`config.mk`:
```
export PLATFORM = sky130hd
export DESIGN_NAME = signal_controller
export DESIGN_NICKNAME = d
export VERILOG_FILES = /design/src/hdl/rv_pkg.sv /design/src/hdl/signal_controller.sv
export SDC_FILE = /design/constraint.sdc
export NUM_CORES = 1
export LEC_CHECK = 0
export BUFFER_PORTS_ARGS = -buffer_cell sky130_fd_sc_hd__buf_2
export CAP_MARGIN = 5
export CELL_PAD_IN_SITES_DETAIL_PLACEMENT = 1
export CELL_PAD_IN_SITES_GLOBAL_PLACEMENT = 2
export CORE_ASPECT_RATIO = 1.1
export CORE_MARGIN = 2
export CORE_UTILIZATION = 17
export DETAILED_ROUTE_END_ITERATION = 8
export PLACE_DENSITY = 0.92
export SLEW_MARGIN = 20
export SYNTH_ARGS = -nofsm -noshare
export SYNTH_HDL_FRONTEND = slang
export SYNTH_SLANG_ARGS = --single-unit
```
`constraint.sdc`:
```
create_clock -name vclk -period 1.1
set_clock_uncertainty 0.2 [all_clocks]
set_input_delay 0.22 -clock vclk [all_inputs]
set_output_delay 0.22 -clock vclk [all_outputs]
set_load 0.02 [all_outputs]
```
`src/hdl/rv_pkg.sv`:
```
// shared core definitions
// opcode constants, decoder field encodings, ALU control enum, FSM states
package rv_pkg;

    localparam int XLEN = 32; // data width

    localparam logic [6:0] OP_LOAD   = 7'b0000011; // lw
    localparam logic [6:0] OP_IMM    = 7'b0010011; // addi .. srai
    localparam logic [6:0] OP_JALR   = 7'b1100111;
    localparam logic [6:0] OP_STORE  = 7'b0100011; // sw
    localparam logic [6:0] OP_REG    = 7'b0110011; // add .. and
    localparam logic [6:0] OP_BRANCH = 7'b1100011;
    localparam logic [6:0] OP_JAL    = 7'b1101111;
    localparam logic [6:0] OP_AUIPC  = 7'b0010111;
    localparam logic [6:0] OP_LUI    = 7'b0110111;

    localparam logic [1:0] RES_ALU   = 2'b00; // writeback from alu
    localparam logic [1:0] RES_MEM   = 2'b01; // from ram
    localparam logic [1:0] RES_PC4   = 2'b10; // link value
    localparam logic [1:0] RES_UPPER = 2'b11; // upper-immediate adder

    localparam logic [2:0] IMM_I     = 3'b000;
    localparam logic [2:0] IMM_S     = 3'b001;
    localparam logic [2:0] IMM_B     = 3'b010; // 13 bit, lsb zero
    localparam logic [2:0] IMM_J     = 3'b011; // 21 bit, lsb zero
    localparam logic [2:0] IMM_U     = 3'b100; // upper 20 bits
    localparam logic [2:0] IMM_SHAMT = 3'b101; // zero-extended shamt

    localparam logic [1:0] ALUOP_ADD    = 2'b00; // address add
    localparam logic [1:0] ALUOP_BRANCH = 2'b01; // compare only
    localparam logic [1:0] ALUOP_FUNCT  = 2'b10; // r-type
    localparam logic [1:0] ALUOP_IMM    = 2'b11; // i-type, funct7 for shifts only

    typedef enum logic [3:0] {
        ALU_ADD, ALU_SUB, ALU_SLL, ALU_SLT, ALU_SLTU,
        ALU_XOR, ALU_SRL, ALU_SRA, ALU_OR, ALU_AND
    } alu_ctrl_e;

    typedef enum logic [1:0] {FETCH, EXEC, MEM, WB} core_state_e;

endpackage

```
`src/hdl/signal_controller.sv`:
```
// main decoder, opcode and funct3 to datapath control fields
`timescale 1ns/1ns
module signal_controller import rv_pkg::*; (
    input  logic [6:0] opcode,
    input  logic [2:0] funct3,     // picks shamt form for shifts
    output logic [1:0] result_src,
    output logic       mem_write,
    output logic       alu_src,    // 1: immediate as operand b
    output logic [2:0] imm_src,
    output logic       reg_write,
    output logic [1:0] alu_op,
    output logic       mreq,       // data memory access
    output logic       is_branch,
    output logic       jump,
    output logic       is_utype,
    output logic       is_lui,
    output logic       is_jalr,
    output logic       illegal
);

    // word: res_mw_as_imm_rw_aluop_mreq_br_j_ut_lui_jalr_ill
    function automatic logic [16:0] main_decoder(input logic [6:0] op, input logic [2:0] f3);
        logic [2:0] isrc;
        isrc = (f3 == 3'b001 || f3 == 3'b101) ? IMM_SHAMT : IMM_I; // slli, srli, srai
        case (op)
            OP_LOAD:   main_decoder = {RES_MEM, 2'b01, IMM_I, 1'b1, ALUOP_ADD, 7'b1000000};
            OP_IMM:    main_decoder = {RES_ALU, 2'b01, isrc, 1'b1, ALUOP_IMM, 7'b0000000};
            OP_JALR:   main_decoder = {RES_PC4, 2'b01, IMM_I, 1'b1, ALUOP_ADD, 7'b0010010};
            OP_STORE:  main_decoder = {RES_ALU, 2'b11, IMM_S, 1'b0, ALUOP_ADD, 7'b1000000};
            OP_REG:    main_decoder = {RES_ALU, 2'b00, IMM_I, 1'b1, ALUOP_FUNCT, 7'b0000000};
            OP_BRANCH: main_decoder = {RES_ALU, 2'b00, IMM_B, 1'b0, ALUOP_BRANCH, 7'b0100000};
            OP_JAL:    main_decoder = {RES_PC4, 2'b00, IMM_J, 1'b1, ALUOP_ADD, 7'b0010000};
            OP_AUIPC:  main_decoder = {RES_UPPER, 2'b01, IMM_U, 1'b1, ALUOP_ADD, 7'b0001000};
            OP_LUI:    main_decoder = {RES_UPPER, 2'b01, IMM_U, 1'b1, ALUOP_ADD, 7'b0001100};
            default:   main_decoder = 17'b1; // undefined, nothing active
        endcase
    endfunction

    assign {result_src, mem_write, alu_src, imm_src, reg_write, alu_op, mreq,
            is_branch, jump, is_utype, is_lui, is_jalr, illegal} = main_decoder(opcode, funct3);

    // a store request always goes out as a memory access
    always_comb begin
        assert (!(mem_write && !mreq));
    end

endmodule

```
==> Yosys cells after proc, flatten, opt, wreduce, memory -nomap -nowiden <==
Cells that the tools add are included.
{ "totals": {"reg_bits": 0, "in_bits": 10, "output_inout_bits": 17, "elab_cells": 14} }
{ "classes": {"n_eq_ne": 11, "mux": 2, "n_reduce_logical": 1} }
{ "ops": {"columns": ["op", "count"], "rows": [
  ["one-hot mux 17 bit (9 select lines)", 1],
  ["equality test 7 x 6 -> 1 bit (second input constant)", 3],
  ["equality test 7 bit (second input constant)", 3],
  ["equality test 7 x 5 -> 1 bit (second input constant)", 2],
  ["equality test 7 x 2 -> 1 bit (second input constant)", 1],
  ["equality test 3 x 1 -> 1 bit (second input constant)", 1],
  ["equality test 3 bit (second input constant)", 1],
  ["two-way mux 3 bit", 1],
  ["logical OR 1 bit", 1]
]} }

==> Longest topological paths before layout <==
{ "logic_depth": {"word_depth": 4, "ltp_mapped": 4, "depth_no_buf": 3} }

==> Worst setup path before layout <==
OpenSTA, ideal clock, no wires.
{ "synth_timing": {"path_type": "input -> output", "from": "input port opcode[6]", "to": "output port imm_src[0]", "arrival_time_ns": 1.116, "required_ns": 0.680, "path_slack_ns": -0.436, "stages": 4, "n_path_buf": 1, "path_cell_list": "buf_6 > nand2b_1 > nor2_1 > a211o_1"} }
{ "synth_via": {"elab_chain_len": 2, "word_cells_on_any_way": 10, "classes_between": "eq/ne (9); mux (1)"} }
{ "synth_rtl": {"columns": ["item", "line", "source"], "rows": [
  ["start: declaration", "signal_controller.sv:4", "input logic [6:0] opcode,"],
  ["equality test 7 x 6 -> 1 bit (tied with other cells)", "signal_controller.sv:25", "case (op)"],
  ["one-hot mux 17 bit (9 select lines) *", "signal_controller.sv:25", null],
  ["end: declaration", "signal_controller.sv:9", "output logic [2:0] imm_src,"]
]} }
Mark *: on every way between the ends. The rest lies on a longest branch, timed or not.

==> Final worst setup path <==
{ "layout_timing": {"from": "input port opcode[2]", "to": "output port imm_src[0]"} }
The elaborated chain is that of the path after synthesis.

==> reports/qor.txt <==
Initial DRC count - 3
Largest net degree at the start of global routing - 10
Simple-gate area share of the yosys netlist - 0.628
# clk buffers - 0
CP bufs+invs - 2
Post-synthesis xor/xnor area fraction - 0.0283
Mapped Cells - 45
Ratio of cells with drive above 1 in the final layout - 0.824
DR DRC count - 0
Crit path max-delay cell type - nand4bb_4
Failing checks - negative setup slack
Critical path's largest stage delay - 280 ps
Worst setup SP type - input pin
Worst hold slack - 618 ps
LEAKAGE - 0.425 nW
WL/cell - 14.9 um
Pwr dens - 295 nW/um2
Sw Ratio - 0.452
Power Total - 0.273 mW
Cell area after synthesis - 309 um2
Storage cell area - 0 um2
Die Height - 48.7 um
Port bufs - 26
DP Wirelength - 1.09 mm
Vias - 500
Initial antenna violation count - 0
Placed Area - 634 um2
Area Growth Syn to Fin - 200%
Post-synthesis sequential area ratio - 0
First-pass DRT Iterations - 3
Status - finished with violations
Max_cap viols - 0
Rel. slew slack - 0.809
Nets - 97
Maximum vdd drop - 0.000130 V
Peak fanout along the critical path - 7
WS Path Type - in -> out
Mux contribution to synthesized area - 0
Die width - 44.7 um
Vias per std cell - 4.85
First-pass GRT wire length - 2.57 mm
Share of the synthesized area in the top cell type - 0.109
Combinational family with the most area after synthesis - simple AND/OR/NAND/NOR gates
Minimum clock period - 1470 ps
Psw - 0.124 mW
FMAX - 680 MHz
Register share of total power - 0
Starting Density - 0.177
DRT antenna net count - 0
RSZ-0062 raised after global routing - yes
Leading area contributor after synthesis - nor2_1
Delay-heaviest family, CP - simple AND/OR/NAND/NOR gates
Critical Path Source - opcode[2]
Ant diodes - 0
Final Slew Violations - 0
Grt total ovfl - 0
Internal - 0.150 mW
Synth top cells by count - 9 x nor2_1, 5 x nor3_1, 3 x a21oi_1, 3 x nand2_1
Cell breakdown of the critical path - buf_8 > nand4bb_4 > nor3_4 > a211o_1 > buf_6
Min-delay worst type - in -> out
Vias in the first global route - 527
Top-count cell post-synth - nor2_1
Routed wire length - 1.54 mm
RePlAce Congestion - 0.778
I/O Pins - 27
Hold path startpoint - opcode[6]
Req. time, crit path - 680 ps
Synth Area in Compound Gates - 0.211
Setup tns final - -4820 ps
Die area - 2180 um2
Design Area, Final - 927 um2
Final Hold Viols - 0
Clock power share - 0
Combinational Power Share - 1.000
FP Rows - 16
Critical Path End Type - output port
# fillers - 192
Hold Buf Count CTS - 0
Num sequential - 0
Top post-synthesis cells by area - nor2_1 11%, nand4bb_4 8.9%, nor3_1 8.1%, nand4b_4 7.7%, buf_6 7.3%
Post-Syn Nets - 55
Fin util - 0.532
Synth Area in Adders - 0
Ys Warns - 0
Crit path DAT - 1050 ps
GRT Util Overall - 0.150
Total core area - 1740 um2
Avg Cell Area, Syn - 6.87 um2
Final setup viols - 17
Worst setup margin - -371 ps
Post-synth cell types - 23
Fin crit share - 1.34
Worst slew pin tran - 287 ps
## placed cells by master, fill, tap and decap left out, types with 3 or more instances in the layout
master / count
buf_4: 15
buf_6: 19
nor2_1: 3
buf_2: 3
nor2_4: 6
buf_12: 4
nor3_4: 3
## area by class of cell
cell class / count / area, um2 / share of cell area
inverter: 1 / 3.75 / 0.00405
tap: 18 / 22.5 / 0.0243
timing repair buffer: 44 / 477 / 0.514
multi-input combinational: 40 / 424 / 0.457
## final timing paths
path	to	cells past startpoint
worst min-delay path	result_src[0]	4
worst max-delay path	imm_src[0]	5
## power by group through the flow
stage | registers [mW] | clock network, mW | logic (mW)
2_1_floorplan | 0 | 0 | 0.118
3_3_place_gp | 0 | 0 | 0.179
3_5_place_dp | 0 | 0 | 0.185
4_1_cts | 0 | 0 | 0.257
5_1_grt | 0 | 0 | 0.290
6_report | 0 | 0 | 0.273
## repair_timing
item                                    4_1_cts  5_1_grt
pin swaps                                    11        4
gates resized for setup                      64        5
endpoints found under the setup margin       17       17
buffers inserted                              3        1
gates cloned                                  0        1
## metal layers
layer | track usage | wire [um] | part of all wire | vias to the layer above
li1 | - | - | - | 238
met1 | 0.182 | 537 | 0.35 | 246
met2 | 0.297 | 937 | 0.61 | 16
met3 | 0 | 60 | 0.039 | 0
met4 | 0 | 0 | 0 | 0
met5 | 0 | 0 | 0 | -
## logic make-up (layout without fill, tap and decap cells)
| group | Yosys count | in the layout |
|---|---|---|
| AO/OA/AOI/OAI | 10 | 10 |
| AND/OR/NAND/NOR | 29 | 29 |
| XOR/XNOR | 1 | 1 |
| buffers and inverters | 5 | 45 |
## stage by stage
step | setup slack (ps) | instances
6_report | -371 | 103
3_3_place_gp | -430 | 98
3_5_place_dp | -434 | 98
2_1_floorplan | -334 | 45
4_1_cts | -348 | 101
5_1_grt | -435 | 103
## worst min-delay path: stages
cell and delay (ps):
buf_12 90, buf_4 110, nor3_2 30, buf_4 140
No activity file was read; power rests on OpenSTA's default activity.
