==> src/hdl/rv_pkg.sv <==
// shared core definitions
// opcode constants, decoder field encodings, ALU control enum, FSM states
package rv_pkg;

    localparam int XLEN = 32; // data width

    localparam logic [6:0] OP_LOAD   = 7'b0000011; // lw
    localparam logic [6:0] OP_IMM    = 7'b0010011; // addi .. srai
    localparam logic [6:0] OP_JALR   = 7'b1100111;
    localparam logic [6:0] OP_STORE  = 7'b0100011; // sw
    localparam logic [6:0] OP_REG    = 7'b0110011; // add .. and
    localparam logic [6:0] OP_BRANCH = 7'b1100011;
    localparam logic [6:0] OP_JAL    = 7'b1101111;
    localparam logic [6:0] OP_AUIPC  = 7'b0010111;
    localparam logic [6:0] OP_LUI    = 7'b0110111;

    localparam logic [1:0] RES_ALU   = 2'b00; // writeback from alu
    localparam logic [1:0] RES_MEM   = 2'b01; // from ram
    localparam logic [1:0] RES_PC4   = 2'b10; // link value
    localparam logic [1:0] RES_UPPER = 2'b11; // upper-immediate adder

    localparam logic [2:0] IMM_I     = 3'b000;
    localparam logic [2:0] IMM_S     = 3'b001;
    localparam logic [2:0] IMM_B     = 3'b010; // 13 bit, lsb zero
    localparam logic [2:0] IMM_J     = 3'b011; // 21 bit, lsb zero
    localparam logic [2:0] IMM_U     = 3'b100; // upper 20 bits
    localparam logic [2:0] IMM_SHAMT = 3'b101; // zero-extended shamt

    localparam logic [1:0] ALUOP_ADD    = 2'b00; // address add
    localparam logic [1:0] ALUOP_BRANCH = 2'b01; // compare only
    localparam logic [1:0] ALUOP_FUNCT  = 2'b10; // r-type
    localparam logic [1:0] ALUOP_IMM    = 2'b11; // i-type, funct7 for shifts only

    typedef enum logic [3:0] {
        ALU_ADD, ALU_SUB, ALU_SLL, ALU_SLT, ALU_SLTU,
        ALU_XOR, ALU_SRL, ALU_SRA, ALU_OR, ALU_AND
    } alu_ctrl_e;

    typedef enum logic [1:0] {FETCH, EXEC, MEM, WB} core_state_e;

endpackage

==> src/hdl/alu_unit.sv <==
// alu control decode from op class and function bits
// arithmetic, logic and shift result, compare flags for branches
`timescale 1ns/1ns
module alu_unit import rv_pkg::*; (
    input  logic [1:0]      alu_op,
    input  logic [2:0]      funct3,
    input  logic            funct7_b5,
    input  logic [XLEN-1:0] a,
    input  logic [XLEN-1:0] b,
    output logic [XLEN-1:0] result,
    output logic            eq,
    output logic            lt,     // signed
    output logic            ltu     // unsigned
);

    alu_ctrl_e alu_ctrl;

    always_comb begin
        case (alu_op)
            ALUOP_ADD:    alu_ctrl = ALU_ADD;
            ALUOP_BRANCH: alu_ctrl = ALU_SUB;
            default: begin
                case (funct3)
                    3'b000:  alu_ctrl = (alu_op == ALUOP_FUNCT && funct7_b5) ? ALU_SUB : ALU_ADD;
                    3'b001:  alu_ctrl = ALU_SLL;
                    3'b010:  alu_ctrl = ALU_SLT;
                    3'b011:  alu_ctrl = ALU_SLTU;
                    3'b100:  alu_ctrl = ALU_XOR;
                    3'b101:  alu_ctrl = funct7_b5 ? ALU_SRA : ALU_SRL; // both classes
                    3'b110:  alu_ctrl = ALU_OR;
                    default: alu_ctrl = ALU_AND;
                endcase
            end
        endcase
    end

    assign eq  = (a == b);
    assign lt  = ($signed(a) < $signed(b));
    assign ltu = (a < b);

    always_comb begin
        case (alu_ctrl)
            ALU_SUB:  result = a - b;
            ALU_SLL:  result = a << b[4:0];
            ALU_SLT:  result = {{(XLEN-1){1'b0}}, lt};
            ALU_SLTU: result = {{(XLEN-1){1'b0}}, ltu};
            ALU_XOR:  result = a ^ b;
            ALU_SRL:  result = a >> b[4:0];
            ALU_SRA:  result = $unsigned($signed(a) >>> b[4:0]);
            ALU_OR:   result = a | b;
            ALU_AND:  result = a & b;
            default:  result = a + b;
        endcase
    end

    // an immediate bit 10 must never turn addi into a subtract
    always_comb begin
        assert (!(alu_op == ALUOP_IMM && alu_ctrl == ALU_SUB));
    end

endmodule

==> config.mk <==
export PLATFORM = sky130hd
export DESIGN_NAME = alu_unit
export DESIGN_NICKNAME = d
export VERILOG_FILES = /design/src/hdl/rv_pkg.sv /design/src/hdl/alu_unit.sv
export SDC_FILE = /design/constraint.sdc
export NUM_CORES = 1
export LEC_CHECK = 0
export CAP_MARGIN = 40
export CORE_ASPECT_RATIO = 0.75
export CORE_MARGIN = 4
export CORE_UTILIZATION = 25
export DETAILED_ROUTE_END_ITERATION = 12
export DONT_BUFFER_PORTS = 1
export SYNTH_ARGS = -nofsm -noshare
export SYNTH_HDL_FRONTEND = slang
export SYNTH_SLANG_ARGS = --single-unit
==> constraint.sdc <==
create_clock -name vclk -period 6.2
set_input_delay 1.24 -clock vclk [all_inputs]
set_output_delay 1.24 -clock vclk [all_outputs]
set_load 0.03 [all_outputs]
# ---- Word level (Yosys, flattened, before mapping)
# Cells that the tools add are included.
dict set report totals {
  regBits 0
  inputBits 70
  n_memories 0
  romBits 0
  ram_bits 0
  word_cells 36
  latch_bits 0
  output_inout_bits 35
}
dict set report op_classes {
  n_mul 0
  add_sub_neg 2
  bitwise_logic 3
  mux 5
  shifts 3
  eq_ne 18
  div 0
  n_reduce_logical 3
  magnitude_cmp 2
}
# op n
set ops {}
lappend ops {{$pmux 32 s9} 1}
lappend ops {{$lt 32x32->1} 2}
lappend ops {{$add 32x32->32} 1}
lappend ops {{$and 32x32->32} 1}
lappend ops {{$eq 32x32->1} 1}
lappend ops {{$or 32x32->32} 1}
lappend ops {{$shl 32x5->32} 1}
lappend ops {{$shr 32x5->32} 1}
lappend ops {{$sshr 32x5->32} 1}
lappend ops {{$sub 32x32->32} 1}
lappend ops {{$xor 32x32->32} 1}
lappend ops {{$pmux 4 s7} 1}
lappend ops {{$eq 4x3->1 const B} 4}
lappend ops {{$eq 3x3->1 const B} 3}
lappend ops {{$eq 4x2->1 const B} 2}
lappend ops {{$eq 4x4->1 const B} 2}
lappend ops {{$pmux 4 s2} 1}
lappend ops {{$eq 3x2->1 const B} 2}
lappend ops {{$eq 4x1->1 const B} 1}
lappend ops {{$eq 3x1->1 const B} 1}
lappend ops {{$logic_not 3->1} 1}
lappend ops {{$eq 2x1->1 const B} 1}
lappend ops {{$eq 2x2->1 const B} 1}
lappend ops {{$logic_not 2->1} 1}
lappend ops {{other kinds (2)} 3}

# ---- Logic depth before layout (Yosys ltp)
dict set report logic_depth {
  ltp_word 7
  mapped_depth 17
  ltp_nobuf 12
}

# ---- Worst setup path before layout
# Ideal clock, no wire load.
dict set report synth_path {
  path_type {input port to output port}
  from {in b[2]}
  to {out result[20]}
  arrival_time_ns 4.896
  n_path_buf 6
  cell_stages 17
  t_required_ns 4.960
  path_slack_ns 0.064
  cell_sequence {clkbuf_1 -> inv_1 -> buf_2 -> buf_2 -> buf_2 -> buf_2 -> ha_1 -> buf_6 -> nor2_2 -> o311a_4 -> o311ai_4 -> a21oi_2 -> or4_4 -> a41oi_2 -> o21ai_1 -> mux2_1 -> nor2_1}
}
dict set report synth_between {
  elab_chain_cells 2
  word_cells_on_any_way 6
  cone_classes {2 x add/sub; 3 x shift; 1 x mux}
}
# item line
set synth_rtl {}
lappend synth_rtl {{from (decl)} alu_unit.sv:9} ;# input logic [XLEN-1:0] b,
lappend synth_rtl {{$add 32x32->32 (tied with other cells)} alu_unit.sv:52} ;# default: result = a + b;
lappend synth_rtl {{$pmux 32 s9 *} alu_unit.sv:42} ;# case (alu_ctrl)
lappend synth_rtl {{to (decl)} alu_unit.sv:10} ;# output logic [XLEN-1:0] result,
# Mark *: on every way between the ends. The rest lies on a longest branch, timed or not.

# ---- Worst setup path in the final report
dict set report layout_path {
  from {in b[9]}
  to {out result[31]}
}
dict set report layout_between {
  elab_chain_cells 2
  word_cells_on_any_way 3
  cone_classes {2 x add/sub; 1 x mux}
}
# item line
set layout_rtl {}
lappend layout_rtl {{$add 32x32->32 or $sub 32x32->32 (tied branches)} {alu_unit.sv:52, alu_unit.sv:43}}
lappend layout_rtl {{$pmux 32 s9 *} alu_unit.sv:42}
# Marks and branches as above.

==> impl_metrics.prom <==
# TYPE chip_impl_metric gauge
chip_impl_metric{name="pwr_per_cell_area",unit="nW/µm²"} 103.4
chip_impl_info{name="synth_largest_area_cell",value="ha_1"} 1
chip_impl_metric{name="yosysWarnings",unit=""} 0
chip_impl_metric{name="worst_slew_pin_slew",unit="ns"} 0.9892
chip_impl_metric{name="detail_route.wirelength",unit="µm"} 48880
chip_impl_info{name="outcome",value="finished clean"} 1
chip_impl_metric{name="max_slew_margin",unit="%"} 33.36
chip_impl_metric{name="detailed_route_drc_error_count",unit=""} 0
chip_impl_metric{name="cts_repair_resize_count",unit=""} 0
chip_impl_metric{name="combPwrFrac",unit="%"} 100.0
chip_impl_metric{name="place.detailed.hpwl",unit="µm"} 38730
chip_impl_metric{name="avgViaCountPerCell",unit=""} 6.243
chip_impl_metric{name="fp-row-count",unit=""} 60
chip_impl_metric{name="synthesis.instances",unit=""} 1356
chip_impl_metric{name="floorplan.die.height",unit="µm"} 174.4
chip_impl_metric{name="cp_max_fo",unit=""} 12
chip_impl_metric{name="total_power",unit="W"} 0.001015
chip_impl_metric{name="multi_input_comb_area",unit="µm²"} 8383
chip_impl_metric{name="num_antenna_cells",unit=""} 0
chip_impl_metric{name="irDropWorstVdd",unit="V"} 0.00006980
chip_impl_metric{name="cts.repair_timing.setup_buffer_count",unit=""} 0
chip_impl_metric{name="critical_path_s_largest_stage_delay",unit="ns"} 0.59
chip_impl_metric{name="final.period_utilization",unit="%"} 93.76
chip_impl_metric{name="fmax",unit="MHz"} 172.0
chip_impl_info{name="critical_path.cell_chain",value="inv_1 -> ha_1 -> nor4_2 -> nand3_1 -> a311oi_1 -> nor3_1 -> o311a_1 -> nor2_1 -> a311oi_2 -> xnor2_1 -> a2111o_1"} 1
chip_impl_metric{name="final_setup_violating_endpoints",unit=""} 0
chip_impl_metric{name="globalRouteTotalUtil",unit="%"} 22.93
chip_impl_metric{name="drtAntennaViolNets",unit=""} 0
chip_impl_metric{name="grt_overflow_total",unit=""} 0
chip_impl_info{name="mostFrequentLayoutCells",value="185 x nor2_1, 116 x nand2_1, 97 x a21oi_1, 97 x ha_1, 91 x inv_1"} 1
chip_impl_info{name="critPathSlowestCell",value="a311oi_1"} 1
chip_impl_metric{name="drt_pass1_iterations",unit=""} 6
chip_impl_metric{name="netlist.area_leader.share",unit="%"} 13.15
chip_impl_metric{name="netlist-cell-type-count",unit=""} 84
chip_impl_metric{name="hold_buffers_post_cts",unit=""} 0
chip_impl_metric{name="first_global_vias",unit=""} 10193
chip_impl_metric{name="crit_required",unit="ns"} 4.96
chip_impl_metric{name="routedWlPerCell",unit="µm"} 27.17
chip_impl_metric{name="utilization",unit="%"} 27.19
chip_impl_metric{name="worst_ep_arrival_time",unit="ns"} 4.57
chip_impl_metric{name="seq_cell_count",unit=""} 0
chip_impl_metric{name="die_area",unit="µm²"} 40090
chip_impl_metric{name="grt_first_pass_wirelength",unit="µm"} 71130
chip_impl_metric{name="n_fill_cell",unit=""} 4037
chip_impl_metric{name="io_buffer_count",unit=""} 0
chip_impl_metric{name="synth.avg_cell_area",unit="µm²"} 6.806
chip_impl_metric{name="io_pins",unit=""} 105
chip_impl_metric{name="antenna_found_initial",unit=""} 1
chip_impl_metric{name="dr_vias",unit=""} 11231
chip_impl_metric{name="register_area",unit="µm²"} 0
chip_impl_metric{name="place_congestion",unit=""} 1.024
chip_impl_info{name="cpLargestDelayFamily",value="compound AO/OA/AOI/OAI gates"} 1
chip_impl_metric{name="grt_start_max_net_pins",unit=""} 83
chip_impl_metric{name="fp.dieW",unit="µm"} 229.9
chip_impl_info{name="grt_setup_unrepaired",value="no"} 1
chip_impl_metric{name="place_worst_setup_slack",unit="ns"} 0.4671
chip_impl_metric{name="final.setup.worst_slack",unit="ns"} 0.3866
chip_impl_info{name="worst_setup_path_end_kind",value="output port"} 1
chip_impl_info{name="cp-start-kind",value="primary input"} 1
chip_impl_metric{name="timing.max_cap.violations",unit=""} 0
chip_impl_metric{name="share_of_cells_above_drive_strength_1",unit="%"} 11.44
chip_impl_metric{name="p_int",unit="W"} 0.0003623
chip_impl_info{name="min_path_type",value="in -> out"} 1
chip_impl_metric{name="netlist_area",unit="µm²"} 9229
chip_impl_metric{name="synth_nets",unit=""} 1525
chip_impl_metric{name="layout_area_overhead",unit="%"} 6.372
chip_impl_metric{name="power_switching",unit="W"} 0.0006531
chip_impl_metric{name="power.share.sequential",unit="%"} 0
chip_impl_metric{name="final_net_count",unit=""} 1474
chip_impl_metric{name="yosysSeqAreaShare",unit="%"} 0
chip_impl_metric{name="floorplan.initialDensity",unit="%"} 25.56
chip_impl_metric{name="cellLeakagePower",unit="nW"} 3.984
chip_impl_metric{name="timing_hold_violations_final",unit=""} 0
chip_impl_metric{name="setup_tns",unit="ns"} 0
chip_impl_metric{name="drtIter0Drc",unit=""} 1749
chip_impl_metric{name="period_needed",unit="ns"} 5.813
chip_impl_info{name="timing_worst_setup_path_type",value="in -> out"} 1
chip_impl_metric{name="switching_share",unit="%"} 64.32
chip_impl_metric{name="clock_power_share",unit="%"} 0
chip_impl_info{name="final_common_cell",value="nor2_1"} 1
chip_impl_metric{name="drv_slew",unit=""} 0
chip_impl_metric{name="core_area",unit="µm²"} 36110
chip_impl_info{name="ys_top_cells_by_area",value="ha_1 13%, mux4_2 12%, nor2_1 7.6%"} 1
chip_impl_metric{name="critPathBufInv",unit=""} 1
chip_impl_metric{name="layout.clock_buffers",unit=""} 0
[final cells by class]
type                       count  share of cell area [%]
multi-input combinational   1148                   85.39
tap                          496                   6.322
timing repair buffer          55                   4.461
inverter                     100                   3.824
[cell usage after synthesis (6+ instances only)]
cell      instances
a211o_1           8
a211oi_1         43
a21o_1           19
a21oi_1          97
a221o_1          14
a221oi_1         17
a22oi_1          11
a31oi_1          11
and2_1            7
buf_1            12
buf_2            21
buf_4             7
clkbuf_1         64
ha_1             97
inv_1            92
inv_2             6
mux2_2           12
mux2i_1          46
mux4_2           48
nand2_1         116
nand2b_1          9
nand3_1          33
nand4_1          11
nor2_1          186
nor2b_1          13
nor3_1           40
nor4_1            8
o211ai_1         19
o21a_1            7
o21ai_0          79
o21ai_1          26
o21bai_1          9
o221ai_1         25
o22ai_1          11
o31ai_1          12
or3_1            12
xnor2_1           7
[power by group through the flow]
stage	Combinational (W)	Sequential [W]	Clock, W
after floorplan	0.000718	0	0
after global placement	0.000981	0	0
after detailed placement	0.000982	0	0
after CTS	0.000988	0	0
after global routing	0.00108	0	0
final	0.00102	0	0
[final timing paths]
path    endpoint  start  cells past startpoint
max   result[31]   b[9]                     11
min    result[3]   b[4]                      2
[logic make-up (layout without fill, tap and decap cells)]
family | after synthesis | in the layout | synth area share (%)
XOR/XNOR | 9 | 9 | 0.8542
adder cells (fa/ha/maj) | 99 | 99 | 13.58
AND/OR/NAND/NOR | 469 | 469 | 23.18
buffers and inverters | 208 | 155 | 9.355
AO/OA/AOI/OAI | 462 | 462 | 34.49
multiplexers | 109 | 109 | 18.53
[stage by stage]
stage | std cells | hold slack, ns | cell area (µm²)
after floorplan | 1356 | 2.775 | 9229
after global placement | 1793 | 2.865 | 9772
after detailed placement | 1798 | 2.796 | 9812
after CTS | 1798 | 2.801 | 9812
after global routing | 1799 | 2.822 | 9817
final | 1799 | 2.822 | 9817
[per-layer routing]
metal	wire length (µm)	vias up	track usage [%]
met5	13	-	0
met4	720	2	2.594
met3	6557	53	5.603
met2	19970	798	33.39
met1	21620	5418	34.90
li1	-	4960	-
No activity file was read; power rests on OpenSTA's default activity.
