$ cat src/hdl/rv_pkg.sv
// shared core definitions
// opcode constants, decoder field encodings, ALU control enum, FSM states
package rv_pkg;

    localparam int XLEN = 32; // data width

    localparam logic [6:0] OP_LOAD   = 7'b0000011; // lw
    localparam logic [6:0] OP_IMM    = 7'b0010011; // addi .. srai
    localparam logic [6:0] OP_JALR   = 7'b1100111;
    localparam logic [6:0] OP_STORE  = 7'b0100011; // sw
    localparam logic [6:0] OP_REG    = 7'b0110011; // add .. and
    localparam logic [6:0] OP_BRANCH = 7'b1100011;
    localparam logic [6:0] OP_JAL    = 7'b1101111;
    localparam logic [6:0] OP_AUIPC  = 7'b0010111;
    localparam logic [6:0] OP_LUI    = 7'b0110111;

    localparam logic [1:0] RES_ALU   = 2'b00; // writeback from alu
    localparam logic [1:0] RES_MEM   = 2'b01; // from ram
    localparam logic [1:0] RES_PC4   = 2'b10; // link value
    localparam logic [1:0] RES_UPPER = 2'b11; // upper-immediate adder

    localparam logic [2:0] IMM_I     = 3'b000;
    localparam logic [2:0] IMM_S     = 3'b001;
    localparam logic [2:0] IMM_B     = 3'b010; // 13 bit, lsb zero
    localparam logic [2:0] IMM_J     = 3'b011; // 21 bit, lsb zero
    localparam logic [2:0] IMM_U     = 3'b100; // upper 20 bits
    localparam logic [2:0] IMM_SHAMT = 3'b101; // zero-extended shamt

    localparam logic [1:0] ALUOP_ADD    = 2'b00; // address add
    localparam logic [1:0] ALUOP_BRANCH = 2'b01; // compare only
    localparam logic [1:0] ALUOP_FUNCT  = 2'b10; // r-type
    localparam logic [1:0] ALUOP_IMM    = 2'b11; // i-type, funct7 for shifts only

    typedef enum logic [3:0] {
        ALU_ADD, ALU_SUB, ALU_SLL, ALU_SLT, ALU_SLTU,
        ALU_XOR, ALU_SRL, ALU_SRA, ALU_OR, ALU_AND
    } alu_ctrl_e;

    typedef enum logic [1:0] {FETCH, EXEC, MEM, WB} core_state_e;

endpackage

$ cat src/hdl/core_datapath.sv
// instruction register, pc register, register file x1..x31
// immediate extender, operand and writeback selection
// branch resolution, next pc, retire record
`timescale 1ns/1ns
module core_datapath import rv_pkg::*; #(
    parameter int          DMEM_WORDS = 256,
    parameter logic [31:0] RESET_PC   = 32'h0,
    localparam int         AW         = $clog2(DMEM_WORDS)
) (
    input  logic            clk,
    input  logic            arst_n,
    input  logic [31:0]     instr,
    input  logic [1:0]      result_src,
    input  logic            mem_write,
    input  logic            alu_src,
    input  logic [2:0]      imm_src,
    input  logic            reg_write,
    input  logic            is_branch,
    input  logic            jump,
    input  logic            is_utype,
    input  logic            is_lui,
    input  logic            is_jalr,
    input  logic            ir_load,
    input  logic            exec_en,
    input  logic            rf_we,
    input  logic            pc_we,
    input  logic [XLEN-1:0] dmem_rdata,
    input  logic [XLEN-1:0] alu_result,
    input  logic            alu_eq,
    input  logic            alu_lt,
    input  logic            alu_ltu,
    output logic [6:0]      opcode,
    output logic [2:0]      funct3,
    output logic            alu_op_funct7,  // funct7 bit 5
    output logic [XLEN-1:0] alu_a,
    output logic [XLEN-1:0] alu_b,
    output logic [XLEN-1:0] pc,
    output logic [AW+1:0]   dmem_addr,      // byte address
    output logic [XLEN-1:0] dmem_wdata,
    output logic            dmem_we,
    output logic [XLEN-1:0] retire_pc,
    output logic            retire_we,
    output logic [4:0]      retire_rd,
    output logic [XLEN-1:0] retire_data
);

    logic [31:0]     ir;
    logic [XLEN-1:0] regs [1:31];
    logic [XLEN-1:0] rs1_val, rs2_val, imm, upper_sum, wb_data, pc4;
    logic [XLEN-1:0] alu_q;                  // result held from exec
    logic            taken, taken_q;
    logic [4:0]      rd;

    assign opcode        = ir[6:0];
    assign funct3        = ir[14:12];
    assign alu_op_funct7 = ir[30];
    assign rd            = ir[11:7];

    assign rs1_val = (ir[19:15] == 5'd0) ? '0 : regs[ir[19:15]]; // x0 reads zero
    assign rs2_val = (ir[24:20] == 5'd0) ? '0 : regs[ir[24:20]];

    always_comb begin
        case (imm_src)
            IMM_S:     imm = {{20{ir[31]}}, ir[31:25], ir[11:7]};
            IMM_B:     imm = {{19{ir[31]}}, ir[31], ir[7], ir[30:25], ir[11:8], 1'b0};
            IMM_J:     imm = {{11{ir[31]}}, ir[31], ir[19:12], ir[20], ir[30:21], 1'b0};
            IMM_U:     imm = {ir[31:12], 12'b0};
            IMM_SHAMT: imm = {27'b0, ir[24:20]};
            default:   imm = {{20{ir[31]}}, ir[31:20]};
        endcase
    end

    assign alu_a     = rs1_val;
    assign alu_b     = alu_src ? imm : rs2_val;
    assign upper_sum = ((is_utype && !is_lui) ? pc : '0) + imm; // auipc adds pc, lui zero
    assign pc4       = pc + 32'd4;

    always_comb begin
        case (funct3)
            3'b000:  taken = alu_eq;   // beq
            3'b001:  taken = !alu_eq;  // bne
            3'b100:  taken = alu_lt;   // blt
            3'b101:  taken = !alu_lt;  // bge
            3'b110:  taken = alu_ltu;  // bltu
            3'b111:  taken = !alu_ltu; // bgeu
            default: taken = 1'b0;
        endcase
    end

    always_comb begin
        case (result_src)
            RES_MEM:   wb_data = dmem_rdata;
            RES_PC4:   wb_data = pc4;
            RES_UPPER: wb_data = upper_sum;
            default:   wb_data = alu_q;
        endcase
    end

    assign dmem_addr  = alu_q[AW+1:0];
    assign dmem_wdata = rs2_val;
    assign dmem_we    = mem_write;

    assign retire_pc   = pc;
    assign retire_we   = reg_write && (rd != 5'd0);
    assign retire_rd   = rd;
    assign retire_data = retire_we ? wb_data : '0;

    always_ff @(posedge clk or negedge arst_n) begin
        if (!arst_n) begin
            ir      <= '0;
            pc      <= RESET_PC;
            alu_q   <= '0;
            taken_q <= 1'b0;
            for (int i = 1; i < 32; i++) regs[i] <= '0;
        end else begin
            if (ir_load) ir <= instr;                     // transfer edge
            if (exec_en) begin
                alu_q   <= alu_result;
                taken_q <= is_branch && taken;
            end
            if (rf_we && retire_we) regs[rd] <= wb_data;  // end of wb
            if (pc_we) begin
                if (is_jalr)             pc <= alu_q & ~32'd1; // rs1+imm, bit 0 cleared
                else if (jump || taken_q) pc <= pc + imm;
                else                     pc <= pc4;
            end
        end
    end

endmodule

$ cat config.mk
export PLATFORM = sky130hd
export DESIGN_NAME = core_datapath
export DESIGN_NICKNAME = d
export VERILOG_FILES = /design/src/hdl/rv_pkg.sv /design/src/hdl/core_datapath.sv
export SDC_FILE = /design/constraint.sdc
export NUM_CORES = 2
export LEC_CHECK = 0
export ABC_AREA = 0
export BUFFER_PORTS_ARGS = -buffer_cell sky130_fd_sc_hd__buf_2
export CORE_ASPECT_RATIO = 2
export CORE_MARGIN = 1.5
export CORE_UTILIZATION = 65
export DETAILED_ROUTE_END_ITERATION = 8
export GPL_ROUTABILITY_DRIVEN = 1
export PLACE_DENSITY = 0.85
export SLEW_MARGIN = 20
export SYNTH_ARGS = -nofsm -noshare
export SYNTH_HDL_FRONTEND = slang
export SYNTH_SLANG_ARGS = --single-unit
$ cat constraint.sdc
create_clock -name clk -period 13.59 [get_ports clk]
set_input_delay 0 -clock clk [delete_from_list [all_inputs] [get_ports clk]]
set_output_delay 0 -clock clk [all_outputs]
set_load 0.1 [all_outputs]
# Word-level counts from Yosys, hierarchy flattened
# Cells that the tools add are included.
# W data, S select, Z words.
[classes]
addsub = 3
n_lt_le_gt_ge = 4
eq_ne = 13
muxes = 19
bitwise_logic = 3
n_reduce_logical = 14
[op_table]
columns = ["operator", "count"]
rows = [
  ["$bwmux W992", 1],
  ["$mux W32", 12],
  ["$bmux W32 S5", 2],
  ["$demux W32 S5", 1],
  ["$pmux W32 S5", 1],
  ["$pmux W32 S3", 1],
  ["$add A32 B32 Y32", 2],
  ["$add A32 B3 Y32 const B", 1],
  ["$eq A3 B3 Y1 const B", 6],
  ["$ge A6 B6 Y1 const B", 3],
  ["$not A5 Y6", 3],
  ["$logic_not A5 Y1", 2],
  ["$eq A3 B1 Y1 const B", 2],
  ["$eq A3 B2 Y1 const B", 2],
  ["$lt A6 B1 Y1 const B", 1],
  ["$pmux W1 S6", 1],
  ["$logic_and A1 B1 Y1", 5],
  ["$reduce_bool A5 Y1", 1],
  ["$eq A2 B2 Y1 const B", 2],
  ["$logic_not A1 Y1", 4],
  ["$logic_not A3 Y1", 1],
  ["$eq A2 B1 Y1 const B", 1],
  ["$logic_or A1 B1 Y1", 1],
]
[word_totals]
reg_bits = 1089
out_inout_bits = 220
elab_cells = 91

# Logic depth before layout (Yosys ltp)
[logic_depth]
word_depth = 6
ltp_mapped = 19
depth_no_buf = 14

# Worst setup path after synthesis
# Ideal clock, no wire load.
[synth_timing]
path_kind = "register to output"
from = "register ir[21]"
to = "output port retire_data[30]"
t_arrival_ns = 5.325
t_required_ns = 13.590
setup_slack_ns = 8.265
stages_incl_launch_ff = 18
n_path_buf = 5
cell_sequence = "dfrtp_1 -> buf_2 -> buf_1 -> clkbuf_1 -> clkbuf_1 -> mux2i_1 -> a221oi_1 -> fa_1 -> nand3_1 -> a21oi_1 -> o2111ai_1 -> nand3_1 -> a31oi_1 -> o41ai_2 -> xnor2_1 -> a21oi_2 -> buf_2 -> nor2_1"
[synth_between]
elab_chain_cells = 4
[synth_rtl]
columns = ["item", "line", "text"]
rows = [
  ["start: declaration", "core_datapath.sv:47", "logic [31:0] ir;"],
  ["start signal: assignment", "core_datapath.sv:116", "if (ir_load) ir <= instr;"],
  ["$pmux W32 S5", "core_datapath.sv:63", "case (imm_src)"],
  ["$add A32 B32 Y32", "core_datapath.sv:75", "assign upper_sum = ((is_utype && !is_lui) ? pc : '0) + imm;"],
  ["$pmux W32 S3", "core_datapath.sv:91", "case (result_src)"],
  ["$mux W32", "core_datapath.sv:106", "assign retire_data = retire_we ? wb_data : '0;"],
  ["end: declaration", "core_datapath.sv:44", "output logic [XLEN-1:0] retire_data"],
]
# No other way between the ends.

# Worst setup path in the final report
[layout_timing]
from = "register ir[21]"
to = "output port retire_data[21]"
# Same word-level chain as after synthesis.

==> impl_metrics.tcl <==
set metrics [dict create \
    status "finished clean" \
    cts_sinks 1089 \
    final_cells 6944 \
    syn_area_per_cell_um2 10.9 \
    path_delay_family "compound AO/OA/AOI/OAI gates" \
    ys_ff_latch 1089 \
    critPathMaxStageDelay_ns 0.94 \
    placedCellCount 6674 \
    worstMarginPinSlew_ns 1.23 \
    synth_top_family_by_area "multiplexers" \
    yosysMostFrequentCell "nand2_1" \
    clk-insertion-delay-late_ns 0.73 \
    cts_root_buf "clkbuf_16" \
    setup_ws_ns 6.88 \
    worstReg2RegStart "ir[21]" \
    gr-total-overflow 0 \
    syn_to_final_growth_pct 9.64 \
    drtIter0Drc 7667 \
    synth_simple_gate_area_frac 0.0982 \
    endpoint "retire_data[21]" \
    synth.largest_area_cell "dfrtp_1" \
    cts_buffers 92 \
    synth_compound_area_frac 0.137 \
    cts-resized-gates 0 \
    fin_crit_ns 6.71 \
    cp-startpoint "ir[21]" \
    post_drt_wl_per_cell_um 31.1 \
    leakagePower_uw 0.0298 \
    slowest_stage "a221oi_1" \
    yosysWarnings 0 \
    antenna_found_initial 32 \
    vdd_drop_max_mv 0.169 \
    crit_top_cell "a21oi_1" \
    crit_buf_inv 3 \
    grt_pass1_wl_um 323000 \
    synthMuxAreaShare 0.252 \
    drtPass1Iterations 9 \
    core_mm2 0.0937 \
    fin_skew_ns 0.0332 \
    startpoint_type "flip-flop" \
    tns_ns 0 \
    fp.dieW_um 220 \
    pre_cts_slack_ns 7.57 \
    critPathKind "reg -> out" \
    hold_viol 0 \
    hold_ws_ns 0.00122 \
    place_congestion 1.05 \
    grt_usage 0.462 \
    maxSlewViolCount 0 \
    ios 338 \
    die_area_mm2 0.0964 \
    relSlewSlack 0.177 \
    yosys.area_share.adder 0.0137 \
    grt_pass1_vias 53700 \
    hp-class "in -> reg" \
    fmax_mhz 149 \
    htreeDepth 3 \
    ant_nets 0 \
    ctsHoldBuffers 78 \
    synth-edff-count 0 \
    placementRows 159 \
    synth_area_mm2 0.0614 \
    post_cts_buffers 0 \
    synth_top_cells_by_area "dfrtp_1 44%, mux4_2 21%, o21ai_0 8.4%, nand2_1 6.9%, mux2_2 3.4%" \
    drt_wl_total_um 216000 \
    syn_inst 5631 \
    io_buffer_count 335 \
    netlist_top_cells_count "1121 x nand2_1, 1089 x dfrtp_1, 1028 x o21ai_0" \
    layout-drive-gt1-share 0.258 \
    power_density_mw_per_mm2 177 \
    cts_tree "done" \
    rsz0062_at_grt "false" \
    dieHeight_um 438 \
    seq_area_frac_synth 0.444 \
    crit_path_end_kind "output port" \
    finalSetupViolCount 0 \
    cts.path.max_buffers 3 \
    drv_cap 0 \
    synth_async_sr_flop_share 1.00 \
    path_clk_slew_ns 0.06 \
    path_cells "buf_4 > inv_1 > a221oi_1 > ha_1 > a21oi_1 > nand4b_1 > a211o_1 > nand3_1 > a311oi_2 > xnor2_1 > a21oi_1 > a21o_1 > nor2_1 > buf_2" \
    grt_max_degree 190 \
    cp_max_fo 40 \
    ys_types 82 \
    vias_per_cell 7.49 \
    finalCritPeriodShare 0.494 \
    start_util 0.655 \
    worstPathArrival_ns 6.71 \
    reg2reg_to "pc[27]" \
    r2r_cells 13 \
    cp.required_ns 13.59 \
    layout.nets 5825 \
    synth_top_cell_area_share 0.444 \
    synth_ff_type "dfrtp_1" \
    nFillCells 5820 \
    drcViolationCount 0 \
    synth-xor-area-share 0.0117 \
    dpl.hpwl_um 125000 \
    cp_num_cells 14 \
    synth_nets 5815 \
    r2r_slack_ns 7.54 \
    num_vias 52000 \
]
==> report_power, final <==
part | total [µW] | switching [µW] | leakage [µW] | internal (µW)
clock | 2900 | 1270 | 0.00159 | 1630
sequential | 4660 | 703 | 0.0144 | 3960
combinational | 4350 | 2800 | 0.0138 | 1550
total | 11900 | 4780 | 0.0298 | 7140
==> logic make-up (layout without fill, tap and decap cells) <==
logic type / count (synthesis) / count (layout)
flip-flops: 1089 / 1089
other: 0 / 25
adder cells (fa/ha/maj): 66 / 66
AND/OR/NAND/NOR: 1497 / 1497
multiplexers: 801 / 801
AO/OA/AOI/OAI: 1473 / 1473
buffers and inverters: 624 / 705
XOR/XNOR: 81 / 81
==> layout by cell type, fill, tap and decap left out, types with 10 or more instances in the layout <==
| cell | Yosys | routed |
|---|---|---|
| a211oi_1 | 23 | 23 |
| a21o_1 | 61 | 61 |
| a21oi_1 | 120 | 109 |
| a21oi_2 | 4 | 10 |
| a221oi_1 | 10 | 10 |
| a22o_1 | 68 | 68 |
| a31oi_1 | 16 | 16 |
| and2_1 | 44 | 44 |
| and3_1 | 16 | 16 |
| buf_2 | 33 | 333 |
| buf_4 | 58 | 82 |
| bufinv_16 | 0 | 14 |
| clkbuf_1 | 438 | 12 |
| clkbuf_16 | 0 | 93 |
| clkbuf_8 | 0 | 19 |
| clkinv_2 | 0 | 14 |
| dfrtp_1 | 1089 | 1080 |
| diode_2 | 0 | 25 |
| dlygate4sd3_1 | 0 | 77 |
| ha_1 | 64 | 64 |
| inv_1 | 34 | 33 |
| mux2_2 | 184 | 184 |
| mux2i_1 | 39 | 39 |
| mux4_2 | 578 | 578 |
| nand2_1 | 1121 | 1089 |
| nand2_2 | 0 | 16 |
| nand2_4 | 0 | 16 |
| nand3_1 | 32 | 32 |
| nand4_1 | 15 | 15 |
| nor2_1 | 220 | 216 |
| o211ai_1 | 11 | 11 |
| o21ai_0 | 1028 | 1022 |
| o21ai_1 | 12 | 12 |
| o21ai_2 | 29 | 34 |
| o22ai_1 | 15 | 11 |
| o31ai_1 | 14 | 14 |
| xnor2_1 | 53 | 53 |
| xor2_1 | 27 | 27 |
==> per-stage QoR <==
step	power, µW	util	cell area (µm²)
after detailed placement	8830	0.674	63100
after CTS	11800	0.717	67200
after global routing	12300	0.718	67300
after floorplan	7760	-	61400
final	11900	0.718	67300
after global placement	8620	0.673	63100
==> cell type report <==
type / instances / area [µm²] / share of cell area
Multi-Input combinational cell: 3918 / 31800 / 0.473
Sequential cell: 1089 / 27300 / 0.405
Timing Repair Buffer: 503 / 3250 / 0.0483
Clock buffer: 124 / 2630 / 0.0391
Tap cell: 1207 / 1510 / 0.0224
Clock inverter: 41 / 616 / 0.00915
Inverter: 37 / 144 / 0.00214
Antenna cell: 25 / 62.6 / 0.000929
==> worst min-delay path by stage <==
| stage | from | endpoint | slack (ns) | cells after the start |
|---|---|---|---|---|
| after floorplan | arst_n | alu_q[0] | -0.30 | 0 |
| after global placement | mem_write | dmem_we | 0.008 | 0 |
| after detailed placement | mem_write | dmem_we | 0.008 | 0 |
| after CTS | exec_en | alu_q[4] | 0.005 | 2 |
| after global routing | mem_write | dmem_we | 0.002 | 0 |
| final | exec_en | alu_q[4] | 0.001 | 2 |
==> state kept, by name, summed over array words and instances, names as in the netlist <==
register,cells
alu_q,32
pc,32
ir,32
taken_q,1
regs,992
==> metal layers <==
metal	vias to the layer above	wire [µm]	GRT usage
li1	20500	-	-
met1	25200	64200	0.502
met2	4689	97000	0.671
met3	1618	30900	0.200
met4	20	24100	0.427
met5	-	139	0.00729
(Power assumes the default switching activity.)
